[config.mk]
export PLATFORM = sky130hd
export DESIGN_NAME = alu_issue_flat
export DESIGN_NICKNAME = d
export VERILOG_FILES = /design/src/verilog/backend_pkg.sv /design/src/verilog/backend_if.sv /design/src/verilog/alu_issue.sv /design/src/flat_wrapper.sv
export SDC_FILE = /design/constraint.sdc
export NUM_CORES = 1
export LEC_CHECK = 0
export ABC_AREA = 1
export BUFFER_PORTS_ARGS = -buffer_cell sky130_fd_sc_hd__buf_2
export CORE_AREA = 2 2 178 180
export CTS_BUF_LIST = sky130_fd_sc_hd__clkbuf_4 sky130_fd_sc_hd__clkbuf_8 sky130_fd_sc_hd__clkbuf_16
export CTS_CLUSTER_DIAMETER = 30
export DETAILED_ROUTE_END_ITERATION = 12
export DIE_AREA = 0 0 180 182
export HOLD_SLACK_MARGIN = 0.02
export PLACE_DENSITY = 0.67
export SETUP_SLACK_MARGIN = 0.1
export SYNTH_ARGS = -nofsm -noshare
export SYNTH_HDL_FRONTEND = slang
export SYNTH_SLANG_ARGS = --single-unit
[constraint.sdc]
create_clock -name CLK -period 7.44 [get_ports CLK]
set_input_delay 1.116 -clock CLK [delete_from_list [all_inputs] [get_ports CLK]]
set_output_delay 1.116 -clock CLK [all_outputs]
set_load 0.1 [all_outputs]
[src/verilog/backend_pkg.sv]
/* Shared widths, parameter defaults, the ALU opcode enum and the
   copy index width helper for the back end */
`default_nettype none

package backend_pkg;

	// Data path and architectural register set
	localparam int XLEN     = 32;
	localparam int AREG_NUM = 32;

	typedef logic [4:0] areg_t;

	// Defaults for the top-level parameters
	localparam int RP_DEFAULT       = 4;
	localparam int IQ_DEPTH_DEFAULT = 4;
	localparam int ROB_AW_DEFAULT   = 3;

	typedef enum logic [2:0] {
		OP_LI,
		OP_ADD,
		OP_SUB,
		OP_AND,
		OP_OR,
		OP_XOR,
		OP_SLL
	} alu_op_e;

	// Bits needed to index one of rp copies
	function automatic int copy_width(input int rp);
		int w;
		w = (rp > 1) ? $clog2(rp) : 1;
		return w;
	endfunction

endpackage

`default_nettype wire

[src/verilog/backend_if.sv]
/* Dispatch interface towards issue buffer and reorder fifo,
   writeback interface from the ALU */
`timescale 1ns/100ps
`default_nettype none

interface dispatch_if import backend_pkg::*; #(parameter int RP = RP_DEFAULT);
	localparam int CW = copy_width(RP);
	typedef logic [CW-1:0] copy_t;

	logic push;
	alu_op_e op;
	logic [XLEN-1:0] imm;
	areg_t rd;
	copy_t rd_copy;
	areg_t rs1;
	copy_t rs1_copy;
	areg_t rs2;
	copy_t rs2_copy;
	logic iq_full;
	logic rob_full;

	modport src (
		output push, op, imm, rd, rd_copy, rs1, rs1_copy, rs2, rs2_copy,
		input iq_full, rob_full
	);
	modport sink_iq (
		input push, op, imm, rd, rd_copy, rs1, rs1_copy, rs2, rs2_copy,
		output iq_full
	);
	// Reorder fifo only keeps the destination
	modport sink_rob (input push, rd, rd_copy, output rob_full);
endinterface

interface writeback_if import backend_pkg::*; #(parameter int RP = RP_DEFAULT);
	localparam int CW = copy_width(RP);

	logic valid;
	areg_t rd;
	logic [CW-1:0] copy;
	logic [XLEN-1:0] data;

	modport src (output valid, rd, copy, data);
	modport sink (input valid, rd, copy, data);
	modport wake (input valid, rd, copy);
endinterface

`default_nettype wire

[src/verilog/alu_issue.sv]
/* ALU issue buffer with source wakeup and oldest-ready selection */
`timescale 1ns/100ps
`default_nettype none

module alu_issue import backend_pkg::*; #(
	parameter int RP = RP_DEFAULT,
	parameter int IQ_DEPTH = IQ_DEPTH_DEFAULT,
	localparam int CW = copy_width(RP)
) (
	input logic CLK,
	input logic i_rst,
	dispatch_if.sink_iq dsp,
	writeback_if.wake wb,
	input logic [AREG_NUM-1:0][RP-1:0] i_wb_done,

	output logic o_issue_valid,
	output alu_op_e o_issue_op,
	output logic [XLEN-1:0] o_issue_imm,
	output areg_t o_issue_rs1,
	output logic [CW-1:0] o_issue_rs1_copy,
	output areg_t o_issue_rs2,
	output logic [CW-1:0] o_issue_rs2_copy,
	output areg_t o_issue_rd,
	output logic [CW-1:0] o_issue_rd_copy
);

	localparam int IW = $clog2(IQ_DEPTH);
	localparam int NW = $clog2(IQ_DEPTH + 1);
	typedef logic [CW-1:0] copy_t;

	typedef struct packed {
		alu_op_e op;
		logic [XLEN-1:0] imm;
		areg_t rd;
		copy_t rd_copy;
		areg_t rs1;
		copy_t rs1_copy;
		logic rs1_rdy;
		areg_t rs2;
		copy_t rs2_copy;
		logic rs2_rdy;
	} iq_entry_t;

	// Entries kept compacted, index 0 is the oldest
	iq_entry_t q [IQ_DEPTH];
	iq_entry_t q_nxt [IQ_DEPTH];
	iq_entry_t new_entry;
	logic [NW-1:0] cnt;
	logic [NW-1:0] cnt_nxt;
	logic sel_found;
	logic [IW-1:0] sel_idx;

	function automatic logic wake_hit(input areg_t r, input copy_t c);
		return wb.valid && (wb.rd == r) && (wb.copy == c);
	endfunction

	always_comb begin
		sel_found = 1'b0;
		sel_idx = '0;
		for (int i = IQ_DEPTH - 1; i >= 0; i--) begin
			if ((i < cnt) && q[i].rs1_rdy && q[i].rs2_rdy) begin
				sel_found = 1'b1;
				sel_idx = IW'(i);
			end
		end
	end

	// LI has no sources
	always_comb begin
		new_entry.op = dsp.op;
		new_entry.imm = dsp.imm;
		new_entry.rd = dsp.rd;
		new_entry.rd_copy = dsp.rd_copy;
		new_entry.rs1 = dsp.rs1;
		new_entry.rs1_copy = dsp.rs1_copy;
		new_entry.rs1_rdy = (dsp.op == OP_LI) || i_wb_done[dsp.rs1][dsp.rs1_copy] ||
			wake_hit(dsp.rs1, dsp.rs1_copy);
		new_entry.rs2 = dsp.rs2;
		new_entry.rs2_copy = dsp.rs2_copy;
		new_entry.rs2_rdy = (dsp.op == OP_LI) || i_wb_done[dsp.rs2][dsp.rs2_copy] ||
			wake_hit(dsp.rs2, dsp.rs2_copy);
	end

	always_comb begin
		q_nxt = q;
		for (int i = 0; i < IQ_DEPTH; i++) begin
			if (wake_hit(q[i].rs1, q[i].rs1_copy)) q_nxt[i].rs1_rdy = 1'b1;
			if (wake_hit(q[i].rs2, q[i].rs2_copy)) q_nxt[i].rs2_rdy = 1'b1;
		end
		// Close the gap left by the issued entry
		if (sel_found) begin
			for (int i = 0; i < IQ_DEPTH - 1; i++) begin
				if (i >= sel_idx) q_nxt[i] = q_nxt[i + 1];
			end
		end
		cnt_nxt = cnt - NW'(sel_found);
		if (dsp.push) begin
			q_nxt[cnt_nxt[IW-1:0]] = new_entry;
			cnt_nxt = cnt_nxt + 1'b1;
		end
	end

	assign dsp.iq_full = (cnt == NW'(IQ_DEPTH));

	always_ff @(posedge CLK) begin
		if (i_rst) begin
			cnt <= '0;
			o_issue_valid <= 1'b0;
		end else begin
			cnt <= cnt_nxt;
			o_issue_valid <= sel_found;
		end
	end

	always_ff @(posedge CLK) begin
		q <= q_nxt;
		o_issue_op <= q[sel_idx].op;
		o_issue_imm <= q[sel_idx].imm;
		o_issue_rs1 <= q[sel_idx].rs1;
		o_issue_rs1_copy <= q[sel_idx].rs1_copy;
		o_issue_rs2 <= q[sel_idx].rs2;
		o_issue_rs2_copy <= q[sel_idx].rs2_copy;
		o_issue_rd <= q[sel_idx].rd;
		o_issue_rd_copy <= q[sel_idx].rd_copy;
	end

endmodule

`default_nettype wire

[src/flat_wrapper.sv]
// flat-port wrapper written by rule: the top's interface ports become plain ports
module alu_issue_flat import backend_pkg::*;
#(
	parameter int RP = RP_DEFAULT,
	parameter int IQ_DEPTH = IQ_DEPTH_DEFAULT,
	localparam int CW = copy_width(RP)
)
  (CLK, i_rst, i_wb_done, o_issue_valid, o_issue_op, o_issue_imm, o_issue_rs1, o_issue_rs1_copy, o_issue_rs2, o_issue_rs2_copy, o_issue_rd, o_issue_rd_copy, dsp_push, dsp_op, dsp_imm, dsp_rd, dsp_rd_copy, dsp_rs1, dsp_rs1_copy, dsp_rs2, dsp_rs2_copy, dsp_iq_full, wb_valid, wb_rd, wb_copy);
  dispatch_if #(.RP(RP)) dsp_i ();
  writeback_if #(.RP(RP)) wb_i ();
  input logic CLK;
  input logic i_rst;
  input logic [AREG_NUM-1:0][RP-1:0] i_wb_done;
  output logic o_issue_valid;
  output alu_op_e o_issue_op;
  output logic [XLEN-1:0] o_issue_imm;
  output areg_t o_issue_rs1;
  output logic [CW-1:0] o_issue_rs1_copy;
  output areg_t o_issue_rs2;
  output logic [CW-1:0] o_issue_rs2_copy;
  output areg_t o_issue_rd;
  output logic [CW-1:0] o_issue_rd_copy;
  input wire logic [$bits(dsp_i.push)-1:0] dsp_push;
  input wire logic [$bits(dsp_i.op)-1:0] dsp_op;
  input wire logic [$bits(dsp_i.imm)-1:0] dsp_imm;
  input wire logic [$bits(dsp_i.rd)-1:0] dsp_rd;
  input wire logic [$bits(dsp_i.rd_copy)-1:0] dsp_rd_copy;
  input wire logic [$bits(dsp_i.rs1)-1:0] dsp_rs1;
  input wire logic [$bits(dsp_i.rs1_copy)-1:0] dsp_rs1_copy;
  input wire logic [$bits(dsp_i.rs2)-1:0] dsp_rs2;
  input wire logic [$bits(dsp_i.rs2_copy)-1:0] dsp_rs2_copy;
  output wire logic [$bits(dsp_i.iq_full)-1:0] dsp_iq_full;
  input wire logic [$bits(wb_i.valid)-1:0] wb_valid;
  input wire logic [$bits(wb_i.rd)-1:0] wb_rd;
  input wire logic [$bits(wb_i.copy)-1:0] wb_copy;
  assign dsp_i.push = dsp_push;
  assign dsp_i.op = dsp_op;
  assign dsp_i.imm = dsp_imm;
  assign dsp_i.rd = dsp_rd;
  assign dsp_i.rd_copy = dsp_rd_copy;
  assign dsp_i.rs1 = dsp_rs1;
  assign dsp_i.rs1_copy = dsp_rs1_copy;
  assign dsp_i.rs2 = dsp_rs2;
  assign dsp_i.rs2_copy = dsp_rs2_copy;
  assign dsp_iq_full = dsp_i.iq_full;
  assign wb_i.valid = wb_valid;
  assign wb_i.rd = wb_rd;
  assign wb_i.copy = wb_copy;
  alu_issue #(.RP(RP), .IQ_DEPTH(IQ_DEPTH)) u_core (.CLK(CLK), .i_rst(i_rst), .dsp(dsp_i), .wb(wb_i), .i_wb_done(i_wb_done), .o_issue_valid(o_issue_valid), .o_issue_op(o_issue_op), .o_issue_imm(o_issue_imm), .o_issue_rs1(o_issue_rs1), .o_issue_rs1_copy(o_issue_rs1_copy), .o_issue_rs2(o_issue_rs2), .o_issue_rs2_copy(o_issue_rs2_copy), .o_issue_rd(o_issue_rd), .o_issue_rd_copy(o_issue_rd_copy));
endmodule
# Yosys cells after proc, flatten, opt, wreduce, memory -nomap -nowiden
# Cells that the tools add are included.
# totals
n_memories	0
latchBits	0
wordCells	159
reg_bits	292
rom_bits	0
ram_bits	0
# classes
n_reduce_logical	34
shifts	0
n_bitwise	2
add_sub_neg	2
n_lt_le_gt_ge	14
n_eq_ne	21
n_mul	0
n_mux	36
n_div	0
# ops
cell	n
$mux 58	6
$bwmux 232	1
$mux 232	1
$mux 174	1
$bmux 58 s2	1
$demux 58 s2	1
$eq 5x5->1	10
$bmux 4 s5	2
$logic_and 1x1->1	29
$eq 2x2->1	10
$mux 1	14
$lt 5x6->1 const B	2
$mux 2	4
$mux 4	2
$ge 3x3->1 const B	2
$lt 1x3->1 const A	2
$lt 2x3->1 const A	2
$lt 2x3->1 const B	2
$not 2->3	2
$bmux 1 s2	2
$ge 1x2->1 const A	2
$logic_or 1x1->1	4
$add 3x1->3 const B	1
$eq 3x3->1 const B	1
other kinds (5)	5

# Depth between registers and ports, before layout
# logic_depth
depth_word	15
ltp_mapped	20

# Least setup slack after synthesis
# OpenSTA, ideal clock, no wires.
# synth_path
kind	flip-flop to flip-flop
from	reg u_core.cnt[2]
to	reg u_core.cnt[2]
required_ns	7.356
arrival_time_ns	4.816
setup_slack_ns	2.540
path_buffers	2
stages_incl_launch_ff	15
setup_time_ns	0.084
path_cell_list	dfxtp_1 nor2_2 nand2_1 and3_1 buf_6 nor2_8 inv_2 clkbuf_1 nor2_1 inv_1 ha_1 ha_1 nor2_1 o21ai_0 a21oi_1
# synth_via
elab_chain_len	10
# synth_rtl
item	line	rtl
start, declared	alu_issue.sv:48	logic [NW-1:0] cnt;
start signal, assigned	alu_issue.sv:110	cnt <= cnt_nxt;
$lt 2x3->1	alu_issue.sv:61	if ((i < cnt) && q[i].rs1_rdy && q[i].rs2_rdy) begin
$logic_and 1x1->1 (2 in series)	alu_issue.sv:61	
$mux 1 (3 in series)	alu_issue.sv:61	
$mux 1 *	alu_issue.sv:61	
via u_core.sel_found	alu_issue.sv:50	logic sel_found;
$sub 3x1->3 *	alu_issue.sv:96	cnt_nxt = cnt - NW'(sel_found);
$add 3x1->3	alu_issue.sv:99	cnt_nxt = cnt_nxt + 1'b1;
$mux 3 *	alu_issue.sv:97	if (dsp.push) begin
# Mark *: on every way through the listed nets, which the timed path passes. The rest lies on a longest branch.
# A chain may end at the register's enable or synchronous reset.

==> flow_summary.toml <==
[floorplan]
die_h_um = 182
die_w_um = 180
start_util = 0.491
rows = 65
core_area_um2 = 31000
die_area_um2 = 32800
io_pins = 253

[yosys]
synth-edff-count = 56
synth.distinct_cells = 39
ys_warn_count = 0
synth_top_cell_area_share = 0.311
syn-num-nets = 2333
ys_top_cells_by_area = "dfxtp_1 (31%), edfxtp_1 (11%), nand2_1 (10%)"
syn_inst = 2136
async_reset_ff_frac = 0
syn_area_um2 = 15200
synth_flop_cell = "dfxtp_1"
yosysSeqAreaShare = 0.421
syn_avg_cell_area_um2 = 7.12
yosys_register_bits = 292
synth_top_cell_by_area = "dfxtp_1"

[cts]
cts_root_buf = "clkbuf_16"
clockBufferDepth = 3
clkTransAtPathRegs_ps = 50
htree_levels = 2
cts_tree = "done"
cts_resized = 0
post_cts_buffers = 0
clock_latency_ps = 580
cts_buffers = 61
cts.sinks = 292
cts_hold_buf = 0

[power_and_ir_drop]
internal_power_mw = 5.51
powerDensity_nw_per_um2 = 546
switching_share = 0.456
total_power_mw = 10.1
p_leak_nw = 8.37
power_switching_mw = 4.61
p_clk_frac = 0.275
sequentialPowerShare = 0.278
p_comb_frac = 0.446
peakVddDrop_uv = 369

[timing]
finalCritPeriodShare = 0.542
rsz0062_at_grt = "no"
finalSetupViolations = 0
fin_skew_ps = 31.4
worst_pin_slew_ps = 1250
fmax_mhz = 248
finalSetupTns_ps = 0
hold_viol = 0
slew_violations = 0
slew_headroom = 0.165
post-route-min-period_ps = 4030

[critical_path]
cp_data_arrival_time_ps = 4500
required_ps = 7910
reg2reg_slack_ps = 3410
r2r-start = "u_core.cnt[2]"
start_kind = "flip-flop"
r2r-end = "u_core.q[177]"
cp-end-kind = "flip-flop"
cp_max_fo = 58
worstSetupPathType = "flip-flop to flip-flop"
reg2reg_depth = 17

[worst_hold_path]
hp-class = "flip-flop to flip-flop"
min_to = "u_core.o_issue_imm[5]"
min_from = "u_core.q[202]"
min_delay_path_depth = 2

[final_layout]
drive_gt1_frac = 0.177
area_growth_pct = 22.0
fin_util = 0.599
seqCellArea_um2 = 6410
stdcell_count = 2754
nFillCells = 2880
multiInputGateArea_um2 = 7280
nets = 2495

[routing]
vias = 16261
wire_per_inst_um = 18.7
final_antenna_net_count = 0
wl_um = 51600
route.detailed.drc = 0
viasPerCell = 5.90
drtIter0Drc = 1599
dr.pass1.iters = 6

[grt]
grtUsageTotal = 0.302
grt_pass1_vias = 15418
gr-total-overflow = 0
grt_pass1_wl_um = 80900
grt_max_degree = 116
antenna_found_initial = 2

[placement]
gp_congestion = 0.931
detailed_place_hpwl_um = 30700
dp.cells = 2637
io_buffers = 252

[run]
cap_violations = 0

[outcome]
status = "complete, no violations"
-- cells by family (layout without fill, tap and decap cells) --
group / after synthesis / in the layout / synth area share
flip-flops: 292 / 292 / 0.421
AO/OA/AOI/OAI: 692 / 692 / 0.251
other: 0 / 2 / 0
XOR/XNOR: 21 / 21 / 0.0121
buffers and inverters: 379 / 593 / 0.102
adder cells (fa/ha/maj): 2 / 2 / 0.00165
AND/OR/NAND/NOR: 750 / 750 / 0.212
-- cells in the final DEF, fill, tap and decap left out, types with 3 or more instances in the layout --
master / synthesis / layout
inv_1: 202 / 199
nor4_1: 5 / 5
clkinvlp_4: 0 / 3
dfxtp_1: 236 / 236
clkinv_4: 0 / 4
edfxtp_1: 56 / 56
a21oi_2: 6 / 6
a221oi_1: 4 / 4
nand2_1: 409 / 406
o21ai_1: 69 / 69
inv_2: 6 / 8
nand3_1: 271 / 271
a211oi_1: 3 / 3
a21oi_1: 213 / 213
inv_4: 1 / 5
buf_4: 6 / 15
o22ai_1: 45 / 45
o221ai_1: 11 / 11
bufinv_16: 0 / 6
clkbuf_8: 0 / 5
clkinv_2: 0 / 11
o21ai_0: 276 / 276
nor3_1: 10 / 10
clkbuf_16: 0 / 66
buf_2: 55 / 252
inv_6: 0 / 4
o211ai_1: 48 / 48
nor2_1: 47 / 44
o211ai_2: 7 / 7
o2111ai_1: 7 / 7
nand2_2: 2 / 3
clkbuf_4: 0 / 12
xor2_1: 20 / 20
-- per-stage QoR --
step                hold slack [ps]  setup slack, ps  instance area (um2)
detailed placement              484             3380                16400
CTS                             496             3440                18500
finish                          496             3410                18600
floorplan                       457             2540                15200
global route                    513             3100                18600
global placement                480             3490                16400
-- area by class of cell --
type / instances / area share
Multi-Input combinational cell: 1465 / 0.392
Sequential cell: 292 / 0.345
Clock buffer: 83 / 0.0976
Timing Repair Buffer: 267 / 0.0740
Inverter: 211 / 0.0429
Tap cell: 402 / 0.0271
Clock inverter: 32 / 0.0204
Antenna cell: 2 / 0.000270
-- synthesized netlist by cell type, drive strengths merged (2+ instances only) --
library cell,count
a211oi,3
a21oi,219
a221oi,4
buf,75
clkbuf,93
clkinv,2
dfxtp,236
edfxtp,56
ha,2
inv,209
nand2,411
nand3,271
nand4,2
nor2,49
nor3,11
nor4,5
o2111ai,7
o211ai,55
o21ai,345
o221ai,11
o22ai,45
xor2,20
-- layer usage --
| metal | track usage | share of wire | up-vias |
|---|---|---|---|
| met3 | 0.0455 | 0.081 | 161 |
| li1 | - | - | 7666 |
| met4 | 0.132 | 0.034 | 0 |
| met5 | 0 | 0 | - |
| met2 | 0.505 | 0.47 | 843 |
| met1 | 0.390 | 0.42 | 7591 |
-- worst max-delay path: stages (launching register included) --
cell	delay, ps
dfxtp_1	330
nor2_2	210
nand2_1	90
and3_1	270
nor2_8	160
clkinv_2	70
nor2_1	120
inv_1	60
ha_1	180
ha_1	380
inv_1	110
nor2_4	100
buf_4	620
inv_2	500
buf_4	380
o21ai_0	120
a21oi_1	60
a21oi_1	150
-- power by group through the flow --
stage | clock network, mW | registers [mW] | logic, mW
3_5_place_dp | 0 | 2.82 | 4.44
4_1_cts | 2.81 | 2.80 | 4.48
3_3_place_gp | 0 | 2.81 | 4.36
2_1_floorplan | 0 | 3.86 | 2.38
6_report | 2.79 | 2.82 | 4.52
5_1_grt | 2.90 | 2.89 | 4.93
-- how the worst max path moves through the flow --
stage | from | endpoint | slack, ps | cells after the start
floorplan | u_core.cnt[2] | u_core.cnt[2] | 2540 | 14
global placement | dsp_rs1[1] | u_core.q[182] | 3490 | 13
detailed placement | dsp_rs1[1] | u_core.q[8] | 3380 | 13
CTS | u_core.cnt[2] | u_core.q[177] | 3440 | 17
global route | u_core.cnt[2] | u_core.q[177] | 3100 | 17
finish | u_core.cnt[2] | u_core.q[177] | 3410 | 17
Note: power is estimated with default switching activity, not from simulation.
