File: src/verilog/backend_pkg.sv
/* Shared widths, parameter defaults, the ALU opcode enum and the
   copy index width helper for the back end */
`default_nettype none

package backend_pkg;

	// Data path and architectural register set
	localparam int XLEN     = 32;
	localparam int AREG_NUM = 32;

	typedef logic [4:0] areg_t;

	// Defaults for the top-level parameters
	localparam int RP_DEFAULT       = 4;
	localparam int IQ_DEPTH_DEFAULT = 4;
	localparam int ROB_AW_DEFAULT   = 3;

	typedef enum logic [2:0] {
		OP_LI,
		OP_ADD,
		OP_SUB,
		OP_AND,
		OP_OR,
		OP_XOR,
		OP_SLL
	} alu_op_e;

	// Bits needed to index one of rp copies
	function automatic int copy_width(input int rp);
		int w;
		w = (rp > 1) ? $clog2(rp) : 1;
		return w;
	endfunction

endpackage

`default_nettype wire

File: src/verilog/backend_if.sv
/* Dispatch interface towards issue buffer and reorder fifo,
   writeback interface from the ALU */
`timescale 1ns/100ps
`default_nettype none

interface dispatch_if import backend_pkg::*; #(parameter int RP = RP_DEFAULT);
	localparam int CW = copy_width(RP);
	typedef logic [CW-1:0] copy_t;

	logic push;
	alu_op_e op;
	logic [XLEN-1:0] imm;
	areg_t rd;
	copy_t rd_copy;
	areg_t rs1;
	copy_t rs1_copy;
	areg_t rs2;
	copy_t rs2_copy;
	logic iq_full;
	logic rob_full;

	modport src (
		output push, op, imm, rd, rd_copy, rs1, rs1_copy, rs2, rs2_copy,
		input iq_full, rob_full
	);
	modport sink_iq (
		input push, op, imm, rd, rd_copy, rs1, rs1_copy, rs2, rs2_copy,
		output iq_full
	);
	// Reorder fifo only keeps the destination
	modport sink_rob (input push, rd, rd_copy, output rob_full);
endinterface


`default_nettype wire

File: src/verilog/dispatch.sv
/* Input side: renames the destination onto a free copy and pushes
   the instruction to the issue buffer and the reorder fifo */
`timescale 1ns/100ps
`default_nettype none

module dispatch import backend_pkg::*; #(
	parameter int RP = RP_DEFAULT,
	localparam int CW = copy_width(RP)
) (
	input logic i_instr_valid,
	output logic o_instr_ready,
	input alu_op_e i_instr_op,
	input areg_t i_instr_rd,
	input areg_t i_instr_rs1,
	input areg_t i_instr_rs2,
	input logic [XLEN-1:0] i_instr_imm,

	input logic [AREG_NUM-1:0][CW-1:0] i_rn_act,
	input logic [AREG_NUM-1:0][RP-1:0] i_rn_busy,

	output logic o_rename_set_valid,
	output areg_t o_rename_set_reg,
	output logic [CW-1:0] o_rename_set_copy,

	dispatch_if.src dsp
);

	typedef logic [CW-1:0] copy_t;

	logic free_found;
	copy_t free_copy;

	// Lowest copy of rd that is not busy
	always_comb begin
		free_found = 1'b0;
		free_copy = '0;
		for (int c = RP - 1; c >= 0; c--) begin
			if (!i_rn_busy[i_instr_rd][c]) begin
				free_found = 1'b1;
				free_copy = copy_t'(c);
			end
		end
	end

	assign o_instr_ready = free_found & ~dsp.iq_full & ~dsp.rob_full;
	assign dsp.push = i_instr_valid & o_instr_ready;

	assign dsp.op = i_instr_op;
	assign dsp.imm = i_instr_imm;
	assign dsp.rd = i_instr_rd;
	assign dsp.rd_copy = free_copy;

	// Sources see the copy active before this rename
	assign dsp.rs1 = i_instr_rs1;
	assign dsp.rs1_copy = i_rn_act[i_instr_rs1];
	assign dsp.rs2 = i_instr_rs2;
	assign dsp.rs2_copy = i_rn_act[i_instr_rs2];

	assign o_rename_set_valid = dsp.push;
	assign o_rename_set_reg = i_instr_rd;
	assign o_rename_set_copy = free_copy;

endmodule

`default_nettype wire

File: src/flat_wrapper.sv
// flat-port wrapper written by rule: the top's interface ports become plain ports
module dispatch_flat import backend_pkg::*;
#(
	parameter int RP = RP_DEFAULT,
	localparam int CW = copy_width(RP)
)
  (i_instr_valid, o_instr_ready, i_instr_op, i_instr_rd, i_instr_rs1, i_instr_rs2, i_instr_imm, i_rn_act, i_rn_busy, o_rename_set_valid, o_rename_set_reg, o_rename_set_copy, dsp_push, dsp_op, dsp_imm, dsp_rd, dsp_rd_copy, dsp_rs1, dsp_rs1_copy, dsp_rs2, dsp_rs2_copy, dsp_iq_full, dsp_rob_full);
  dispatch_if #(.RP(RP)) dsp_i ();
  input logic i_instr_valid;
  output logic o_instr_ready;
  input alu_op_e i_instr_op;
  input areg_t i_instr_rd;
  input areg_t i_instr_rs1;
  input areg_t i_instr_rs2;
  input logic [XLEN-1:0] i_instr_imm;
  input logic [AREG_NUM-1:0][CW-1:0] i_rn_act;
  input logic [AREG_NUM-1:0][RP-1:0] i_rn_busy;
  output logic o_rename_set_valid;
  output areg_t o_rename_set_reg;
  output logic [CW-1:0] o_rename_set_copy;
  output wire logic [$bits(dsp_i.push)-1:0] dsp_push;
  output wire logic [$bits(dsp_i.op)-1:0] dsp_op;
  output wire logic [$bits(dsp_i.imm)-1:0] dsp_imm;
  output wire logic [$bits(dsp_i.rd)-1:0] dsp_rd;
  output wire logic [$bits(dsp_i.rd_copy)-1:0] dsp_rd_copy;
  output wire logic [$bits(dsp_i.rs1)-1:0] dsp_rs1;
  output wire logic [$bits(dsp_i.rs1_copy)-1:0] dsp_rs1_copy;
  output wire logic [$bits(dsp_i.rs2)-1:0] dsp_rs2;
  output wire logic [$bits(dsp_i.rs2_copy)-1:0] dsp_rs2_copy;
  input wire logic [$bits(dsp_i.iq_full)-1:0] dsp_iq_full;
  input wire logic [$bits(dsp_i.rob_full)-1:0] dsp_rob_full;
  assign dsp_push = dsp_i.push;
  assign dsp_op = dsp_i.op;
  assign dsp_imm = dsp_i.imm;
  assign dsp_rd = dsp_i.rd;
  assign dsp_rd_copy = dsp_i.rd_copy;
  assign dsp_rs1 = dsp_i.rs1;
  assign dsp_rs1_copy = dsp_i.rs1_copy;
  assign dsp_rs2 = dsp_i.rs2;
  assign dsp_rs2_copy = dsp_i.rs2_copy;
  assign dsp_i.iq_full = dsp_iq_full;
  assign dsp_i.rob_full = dsp_rob_full;
  dispatch #(.RP(RP)) u_core (.i_instr_valid(i_instr_valid), .o_instr_ready(o_instr_ready), .i_instr_op(i_instr_op), .i_instr_rd(i_instr_rd), .i_instr_rs1(i_instr_rs1), .i_instr_rs2(i_instr_rs2), .i_instr_imm(i_instr_imm), .i_rn_act(i_rn_act), .i_rn_busy(i_rn_busy), .o_rename_set_valid(o_rename_set_valid), .o_rename_set_reg(o_rename_set_reg), .o_rename_set_copy(o_rename_set_copy), .dsp(dsp_i));
endmodule
File: config.mk
export PLATFORM = sky130hd
export DESIGN_NAME = dispatch_flat
export DESIGN_NICKNAME = d
export VERILOG_FILES = /design/src/verilog/backend_pkg.sv /design/src/verilog/backend_if.sv /design/src/verilog/dispatch.sv /design/src/flat_wrapper.sv
export SDC_FILE = /design/constraint.sdc
export NUM_CORES = 1
export LEC_CHECK = 0
export BUFFER_PORTS_ARGS = -buffer_cell sky130_fd_sc_hd__buf_2
export CAP_MARGIN = 20
export CORE_AREA = 2 2 121 123
export DETAILED_ROUTE_END_ITERATION = 8
export DIE_AREA = 0 0 123 125
export SETUP_SLACK_MARGIN = 0.2
export SLEW_MARGIN = 25
export SYNTH_ARGS = -nofsm -noshare
export SYNTH_HDL_FRONTEND = slang
export SYNTH_SLANG_ARGS = --single-unit
File: constraint.sdc
create_clock -name vclk -period 3.75
set_clock_uncertainty 0.15 [all_clocks]
set_input_delay 0.75 -clock vclk [all_inputs]
set_output_delay 0.75 -clock vclk [all_outputs]
set_load 0.1 [all_outputs]
After elaboration in Yosys (flattened, before gate mapping). Index checks and enable logic that the tools add are counted.

Word-level logic and storage cells: 22. Output and inout port bits: 66. Register bits after elaboration: 0. Input bits: 245.

Bitwise operators: 5. Muxes and demuxes: 14. Magnitude comparators: 3.

Operators with widths (number): 2-bit binary-select mux with 5-bit select (2); 4-bit binary-select mux with 5-bit select (1); 5-bit by 6-bit less-than comparator with 1-bit output, second input constant (3); 2-bit two-way mux (6); 1-bit two-way mux (4); 4-bit two-way mux (1); 1-bit AND (3); 1-bit NOT (2).

Longest topological paths before layout. Gate-level depths: netlist (run 1).

Depth in word-level cells: 9. Gate-level depth with buffers: 8. Depth with buffers taken out: 5.

Worst setup path after synthesis (run 1). OpenSTA, ideal clock, no wires.

Kind: in2out. From: input port i_instr_rd[1]. To: output port o_rename_set_copy[1]. Buffers on the path: 3. Data arrival time: 4.941 ns. Stages on the path: 8. Slack: -2.091 ns. Required time: 2.850 ns. Path through: buf_6 buf_4 mux4_2 mux4_2 mux2i_1 nor2_1 nor3_1 buf_4.

Word-level cells in the longest chain between the ends: 6.

RTL lines: start, declared (RTL line flat_wrapper.sv:12) `input areg_t i_instr_rd;`; 4-bit binary-select mux with 5-bit select * (RTL line dispatch.sv:38) `if (!i_rn_busy[i_instr_rd][c]) begin`; 4-bit two-way mux (implied by the code) * (RTL line dispatch.sv:38); 2-bit two-way mux (3 in a row) (RTL line dispatch.sv:38); 2-bit two-way mux * (RTL line dispatch.sv:38); end, declared (RTL line flat_wrapper.sv:20) `output logic [CW-1:0] o_rename_set_copy;`.

Every way passes the cells marked *; elsewhere a longest branch is shown, timed or not. The select of a mux whose other input is x is not followed.

Worst setup path in the final report (run 1).
From: input port i_instr_rd[1]. To: output port o_rename_set_valid.

Word-level cells in the longest chain between the ends: 9.

RTL lines: 4-bit binary-select mux with 5-bit select * (RTL line dispatch.sv:38); 4-bit two-way mux (implied by the code) * (RTL line dispatch.sv:38); 1-bit two-way mux (3 in a row) (RTL line dispatch.sv:38); 1-bit two-way mux * (RTL line dispatch.sv:38); 1-bit AND * (2 in a row) (RTL line dispatch.sv:45) `assign o_instr_ready = free_found & ~dsp.iq_full & ~dsp.rob_full;`; 1-bit AND * (RTL line dispatch.sv:46) `assign dsp.push = i_instr_valid & o_instr_ready;`; end, declared (RTL line flat_wrapper.sv:18) `output logic o_rename_set_valid;`.

Marked as above.

==> results of run 1 <==
## final timing paths
check,end,slack (ns),depth (start not counted)
worst max-delay path,o_rename_set_valid,-0.09,9
worst min-delay path,dsp_imm[28],1.35,0
## layout make-up
type               count  area [um2]  area share
well taps            184         230      0.0597
repair buffers       256        1570       0.407
multi-input cells     95        2060       0.533
## synthesized netlist by cell type
cell type,n,share of area
buf_1,4,0.0061
buf_2,2,0.0041
buf_4,59,0.18
buf_6,3,0.014
clkbuf_1,8,0.012
mux2_2,4,0.018
mux2i_1,4,0.016
mux4_2,80,0.73
nor2_1,1,0.0015
nor2b_1,1,0.0025
nor3_1,2,0.0041
nor4_1,1,0.0025
nor4b_2,1,0.0061
o21ba_1,1,0.0041
## cell families (layout without fill, tap and decap cells)
family,Yosys count,count (layout)
buf+inv,76,256
mux,88,88
simple gates,6,6
compound gates,1,1
## stage by stage
| step | std cells | util | setup TNS, ns | worst slack [ns] | power (mW) |
|---|---|---|---|---|---|
| after floorplan | 171 | - | -4.06 | -0.935 | 0.686 |
| after global placement | 532 | 0.264 | -1.15 | -0.240 | 0.721 |
| after detailed placement | 532 | 0.264 | -1.31 | -0.246 | 0.732 |
| after CTS | 535 | 0.271 | -0.316 | -0.0947 | 0.753 |
| after global routing | 535 | 0.271 | -0.708 | -0.173 | 0.782 |
| final | 535 | 0.271 | -0.174 | -0.0875 | 0.749 |
## report_power, final
part / switching, mW / total, mW / internal (mW)
combinational: 0.403 / 0.749 / 0.346
clock: 0 / 0 / 0
sequential: 0 / 0 / 0
## timing repair
action,in CTS,in global routing
resized for setup,11,4
cloned,2,0
setup endpoints to repair,8,9
pin swaps,3,0
buffers inserted,1,0
## routing by layer
layer	wire (um)	vias to the layer above	track usage
met5	0	-	0
met4	234	0	0.0274
met3	1050	34	0.0164
met2	5360	217	0.242
met1	2970	1241	0.110
li1	-	1059	-
==> impl_metrics.toml, run 1 <==
[final_layout]
layout_commonest_cell = "buf_2"
final_cell_mix = "buf_2 (230), mux4_2 (80), buf_12 (14), buf_4 (8)"
drive_above_1_share = 0.994
nFlopsAndLatches = 0
insertedDiodeCount = 0
nNetsFinal = 598
seq_area_um2 = 0
syn_to_final_growth_pct = 56.1
fin_area_um2 = 3850
clkbuf_count = 0
fill_cells = 1479

[outcome]
outcome = "finished with violations"
violations = "setup timing"

[placement]
dpl_cell_area_um2 = 3750
port_buffers = 241
gp_congestion = 0.805

[min_path]
hold_start = "i_instr_imm[28]"
hold_class = "in2out"

[critical_path]
crit_chain = "buf_12 > buf_12 > mux4_2 > mux4_2 > mux2i_4 > nor4_4 > nor4b_4 > buf_4 > buf_12"
cp_top_family = "multiplexers"
cp.required_ns = 2.85
slowest_stage = "mux4_2"
slowest_delay_ns = 0.52
critPathKind = "in2out"
cp-end-kind = "output port"
cp_data_arrival_time_ns = 2.94
worstSetupStartpointType = "primary input"
path_buf_inv = 4
startpoint = "i_instr_rd[1]"
cpMostUsedCell = "buf_12"
crit_fanout = 9

[run]
max_cap_violations = 0

[global_routing]
gr-total-overflow = 0
first_global_vias = 2782
grt_pass1_wl_mm = 14.0
grtUsageTotal = 0.114
grt_max_degree = 21
antenna_found_initial = 0

[drt]
dr.pass1.iters = 4
viasPerCell = 4.77
drt_iter0_drc = 95
drc = 0
ant_nets = 0
via_count = 2551
wl_mm = 9.61
wire_per_inst_um = 18.0

[yosys]
seq_area_frac_synth = 0
syn_nets = 416
synthSimpleGateAreaFrac = 0.0167
synth.distinct_cells = 14
synth-xor-area-share = 0
synth_compound_area_frac = 0.00405
synth_top_family_by_area = "multiplexers"
synth_fa_ha_area_frac = 0
yosysWarnings = 0
syn-cell-area_um2 = 2470
synth_mux_area_frac = 0.764
syn_area_per_cell_um2 = 14.4
synth_cells = 171

[pwr]
power_density_nw_per_um2 = 194
p_leak_nw = 1.70
ir_drop_uv = 76.0

[timing]
fmax_ghz = 0.261
finalHoldViolations = 0
hold_ws_ns = 1.35
drv_slew = 0
tightestPinTransition_ns = 0.514
fin_crit_sh = 1.02
report.final.setup_viol = 2
setup_ws_ns = -0.0875
period_minus_slack_ns = 3.84
relSlewSlack = 0.660
rsz0062_at_grt = "true"

[die]
core_area_um2 = 14200
die_h_um = 125
initial_core_util = 0.174
die_w_um = 123
die_area_um2 = 15400
fp-row-count = 44
io_pins = 311

[clock_network]
holdBufCountCts = 0
Power figures use the tool's default switching activity.
==> run 2, diff against run 1 <==
==> constraint.sdc (replaced) <==
create_clock -name vclk -period 3.75
set_clock_uncertainty 0.15 [all_clocks]
set_input_delay 0.75 -clock vclk [all_inputs]
set_output_delay 0.75 -clock vclk [all_outputs]
set_load 0.02 [all_outputs]
==> run 2 against run 1 <==
  * Count of clock-buffer cells in the layout stayed put
  * Sequential share of layout area stayed put
  * Setup slack better by 0.13 ns
  * Global-route usage is 1.1 points higher
  * Cell area is 3.1% lower
  * Highest routed layer unchanged
  * Via count is 0.47% lower
  * First-iteration DRC count is 25% lower
  * The flow now finishes without violations
  * Flip-flop and latch count stayed put
==> impl_metrics.toml, run 2 (same netlist as run 1, synthesis figures left out) <==
[pwr]
ir_drop_uv = 61.5
power_density_nw_per_um2 = 139
share_seq_of_total_power = 0
pwr-share-clk = 0
comb_power_share = 1.000
p_sw_frac = 0.408
p_leak_nw = 1.65
p_int_uw = 307
switching_power_uw = 211

[global_routing]
grt_max_degree = 19
grt_pass1_wl_mm = 14.9
first_global_vias = 2765
gr-total-overflow = 0
grtUsageTotal = 0.125
antenna_found_initial = 0

[timing]
rsz0062_at_grt = "true"
period_minus_slack_ns = 3.70
drv_slew = 0
finalHoldViolations = 0
fin_crit_sh = 0.988
relSlewSlack = 0.735
fmax_ghz = 0.270
tightestPinTransition_ns = 0.398
report.final.setup_viol = 0
tns_ns = 0
hold_ws_ns = 1.35

[drt]
drc = 0
dr.pass1.iters = 4
drt_iter0_drc = 71
wire_per_inst_um = 19.3
via_count = 2539
ant_nets = 0
wl_mm = 10.3
viasPerCell = 4.75

[min_path]
worstHoldPathCells = 0
holdPathEnd = "dsp_imm[7]"
hold_start = "i_instr_imm[7]"
hold_class = "in2out"

[placement]
dp_hpwl_mm = 9.31
gp_congestion = 0.843
port_buffers = 241

[critical_path]
worstSetupStartpointType = "primary input"
critPathKind = "in2out"
cp_data_arrival_time_ns = 2.80
cp-end-kind = "output port"
crit_fanout = 6
cp.required_ns = 2.85

[die]
die_w_um = 123
die_area_um2 = 15400
core_area_um2 = 14200
fp-row-count = 44
io_pins = 311
die_h_um = 125
initial_core_util = 0.174

[final_layout]
layout_commonest_cell = "buf_2"
fill_cells = 1504
syn_to_final_growth_pct = 51.2
nFlopsAndLatches = 0
post-route-util = 0.263
clkbuf_count = 0
nNetsFinal = 597
final_cell_mix = "buf_2 (233), mux4_2 (80), buf_4 (10), buf_12 (7)"
drive_above_1_share = 0.991
seq_area_um2 = 0

[outcome]
outcome = "completed"

[clock_network]
holdBufCountCts = 0

[run]
max_cap_violations = 0
## run 2: per-stage QoR
| stage | instance area (um2) | worst slack [ns] | cells | power [mW] |
|---|---|---|---|---|
| 5_1_grt | 3730 | -0.0317 | 534 | 0.555 |
| 3_3_place_gp | 3580 | -0.137 | 529 | 0.482 |
| 3_5_place_dp | 3580 | -0.171 | 529 | 0.496 |
| 2_1_floorplan | 2590 | -0.0535 | 171 | 0.372 |
| 4_1_cts | 3690 | 0.0309 | 533 | 0.520 |
| 6_report | 3730 | 0.0467 | 535 | 0.519 |
## run 2: worst max-delay path by stage
| stage | endpoint | depth (start not counted) | from |
|---|---|---|---|
| floorplan | o_rename_set_valid | 8 | i_instr_rd[1] |
| global route | dsp_push | 8 | i_instr_rd[1] |
| detailed placement | dsp_push | 8 | i_instr_rd[1] |
| global placement | dsp_push | 8 | i_instr_rd[1] |
| finish | dsp_push | 8 | i_instr_rd[1] |
| CTS | dsp_push | 8 | i_instr_rd[1] |
## run 2: repair_timing
| action | CTS | global route |
|---|---|---|
| resized for setup | 16 | 3 |
| setup buffers | 2 | 0 |
| gates cloned | 2 | 1 |
| endpoints found under the setup margin | 7 | 9 |
| pin swaps | 2 | 1 |
## run 2: cell type report
class / count / area, um2 / share of cell area
repair buffers: 255 / 1480 / 0.397
well taps: 184 / 230 / 0.0617
multi-input cells: 95 / 2020 / 0.540
diodes: 1 / 2.50 / 0.000670
## run 2: critical path: stages
cell	delay (ns)
buf_12	0.12
buf_12	0.13
mux4_2	0.49
mux4_2	0.53
mux2i_4	0.22
nor4_4	0.10
nor4b_4	0.24
buf_4	0.20
## run 2: power groups by stage
| stage | registers, mW | logic (mW) | clock network [mW] |
|---|---|---|---|
| after global routing | 0 | 0.555 | 0 |
| after floorplan | 0 | 0.372 | 0 |
| after detailed placement | 0 | 0.496 | 0 |
| after global placement | 0 | 0.482 | 0 |
| final | 0 | 0.519 | 0.0000000358 |
| after CTS | 0 | 0.520 | 0 |
## run 2: layer usage
| layer | share of wire | vias up | track usage |
|---|---|---|---|
| li1 | - | 1055 | - |
| met3 | 0.10 | 16 | 0.0205 |
| met2 | 0.57 | 218 | 0.269 |
| met5 | 0 | - | 0 |
| met4 | 0.010 | 0 | 0.0127 |
| met1 | 0.31 | 1250 | 0.123 |
==> run 3, diff against run 2 <==
--- a/config.mk
+++ b/config.mk
@@ -7,9 +7,12 @@
 export LEC_CHECK = 0
 export BUFFER_PORTS_ARGS = -buffer_cell sky130_fd_sc_hd__buf_2
 export CAP_MARGIN = 20
-export CORE_AREA = 2 2 121 123
+export CELL_PAD_IN_SITES_DETAIL_PLACEMENT = 0
+export CELL_PAD_IN_SITES_GLOBAL_PLACEMENT = 2
+export CORE_MARGIN = 1
+export CORE_UTILIZATION = 17
 export DETAILED_ROUTE_END_ITERATION = 8
-export DIE_AREA = 0 0 123 125
+export PLACE_DENSITY_LB_ADDON = 0.1
 export SETUP_SLACK_MARGIN = 0.2
 export SLEW_MARGIN = 25
 export SYNTH_ARGS = -nofsm -noshare
==> run 3 against run 2 <==
  * Utilization hardly changed
  * Worst hold slack unchanged
  * Via count down 5.0%
  * Largest cell class unchanged
  * Highest routed layer unchanged
==> impl_metrics.toml, run 3 (same netlist as run 1, synthesis figures left out) <==
[critical_path]
cp-end-kind = "output port"
cp_data_arrival_time_ns = 2.77
critPathKind = "in2out"
crit_fanout = 8
cp.required_ns = 2.85
worstSetupStartpointType = "primary input"

[timing]
fin_crit_sh = 0.978
drv_slew = 0
period_minus_slack_ns = 3.67
tightestPinTransition_ns = 0.480
finalHoldViolations = 0
fmax_ghz = 0.273
hold_ws_ns = 1.35
relSlewSlack = 0.680
rsz0062_at_grt = "true"
report.final.setup_viol = 0

[global_routing]
first_global_vias = 2772
gr-total-overflow = 0
grtUsageTotal = 0.155
grt_max_degree = 22
antenna_found_initial = 0
grt_pass1_wl_mm = 17.0

[pwr]
power_density_nw_per_um2 = 140
finalPower_uw = 516
p_leak_nw = 1.63
ir_drop_uv = 37.1

[min_path]
hold_class = "in2out"

[final_layout]
fill_cells = 1490
seq_area_um2 = 0
drive_above_1_share = 0.991
nFlopsAndLatches = 0
multi_input_area_um2 = 2020
layout_commonest_cell = "buf_2"
clkbuf_count = 0
syn_to_final_growth_pct = 49.3
insertedDiodeCount = 0
final-instance-count-excl-fill = 528
nNetsFinal = 595
final_cell_mix = "buf_2 (233), mux4_2 (80), buf_4 (9), buf_12 (6)"

[die]
io_pins = 311
fp-row-count = 43
die_w_um = 123
die_area_um2 = 15000
core_area_um2 = 14000
initial_core_util = 0.176
die_h_um = 123

[run]
max_cap_violations = 0

[drt]
wire_per_inst_um = 22.4
wl_mm = 11.8
via_count = 2413
viasPerCell = 4.57
dr.pass1.iters = 4
ant_nets = 0
drc = 0
drt_iter0_drc = 71

[placement]
port_buffers = 241
gp_congestion = 0.785
dp_hpwl_mm = 10.5
placed_cells = 524

[clock_network]
holdBufCountCts = 0

[outcome]
outcome = "completed"
run 3: cell type report:
cell class / count / area share
repair buffers: 253 / 0.392
well taps: 180 / 0.0611
multi-input cells: 95 / 0.547
run 3: final timing paths:
check	to	start	cells past startpoint
worst min-delay path	dsp_imm[16]	i_instr_imm[16]	0
worst max-delay path	o_rename_set_valid	i_instr_rd[1]	8
run 3: through the flow:
stage | setup slack, ns | util | area [um2] | setup TNS (ns)
global placement | -0.102 | 0.253 | 3560 | -0.288
detailed placement | -0.138 | 0.253 | 3560 | -0.375
CTS | 0.0557 | 0.262 | 3690 | 0
floorplan | -0.0535 | - | 2590 | -0.0535
global route | -0.0506 | 0.263 | 3690 | -0.115
finish | 0.0821 | 0.263 | 3690 | 0
run 3: where the power goes:
part / total (mW) / internal, mW / leakage (nW) / switching [mW]
logic: 0.516 / 0.304 / 1.63 / 0.212
registers: 0 / 0 / 0 / 0
clock network: 0 / 0 / 0 / 0
total: 0.516 / 0.304 / 1.63 / 0.212
run 3: per-layer routing:
layer / vias up / GRT usage / routed length [um]
li1: 1053 / - / -
met1: 1222 / 0.186 / 4440
met2: 96 / 0.299 / 6590
met3: 42 / 0.0153 / 597
met4: 0 / 0.0244 / 208
met5: - / 0 / 0
run 3: timing repair:
item	in CTS	in global routing
setup endpoints to repair	7	7
buffers inserted	2	0
pin swaps	2	0
gates cloned	2	0
resized for setup	20	1
run 3: worst max-delay path, cell delays in order:
cell	delay (ns)
buf_12	0.12
buf_12	0.14
mux4_2	0.52
mux4_2	0.51
mux2i_4	0.22
nor4_4	0.09
nor4b_4	0.23
buf_4	0.18
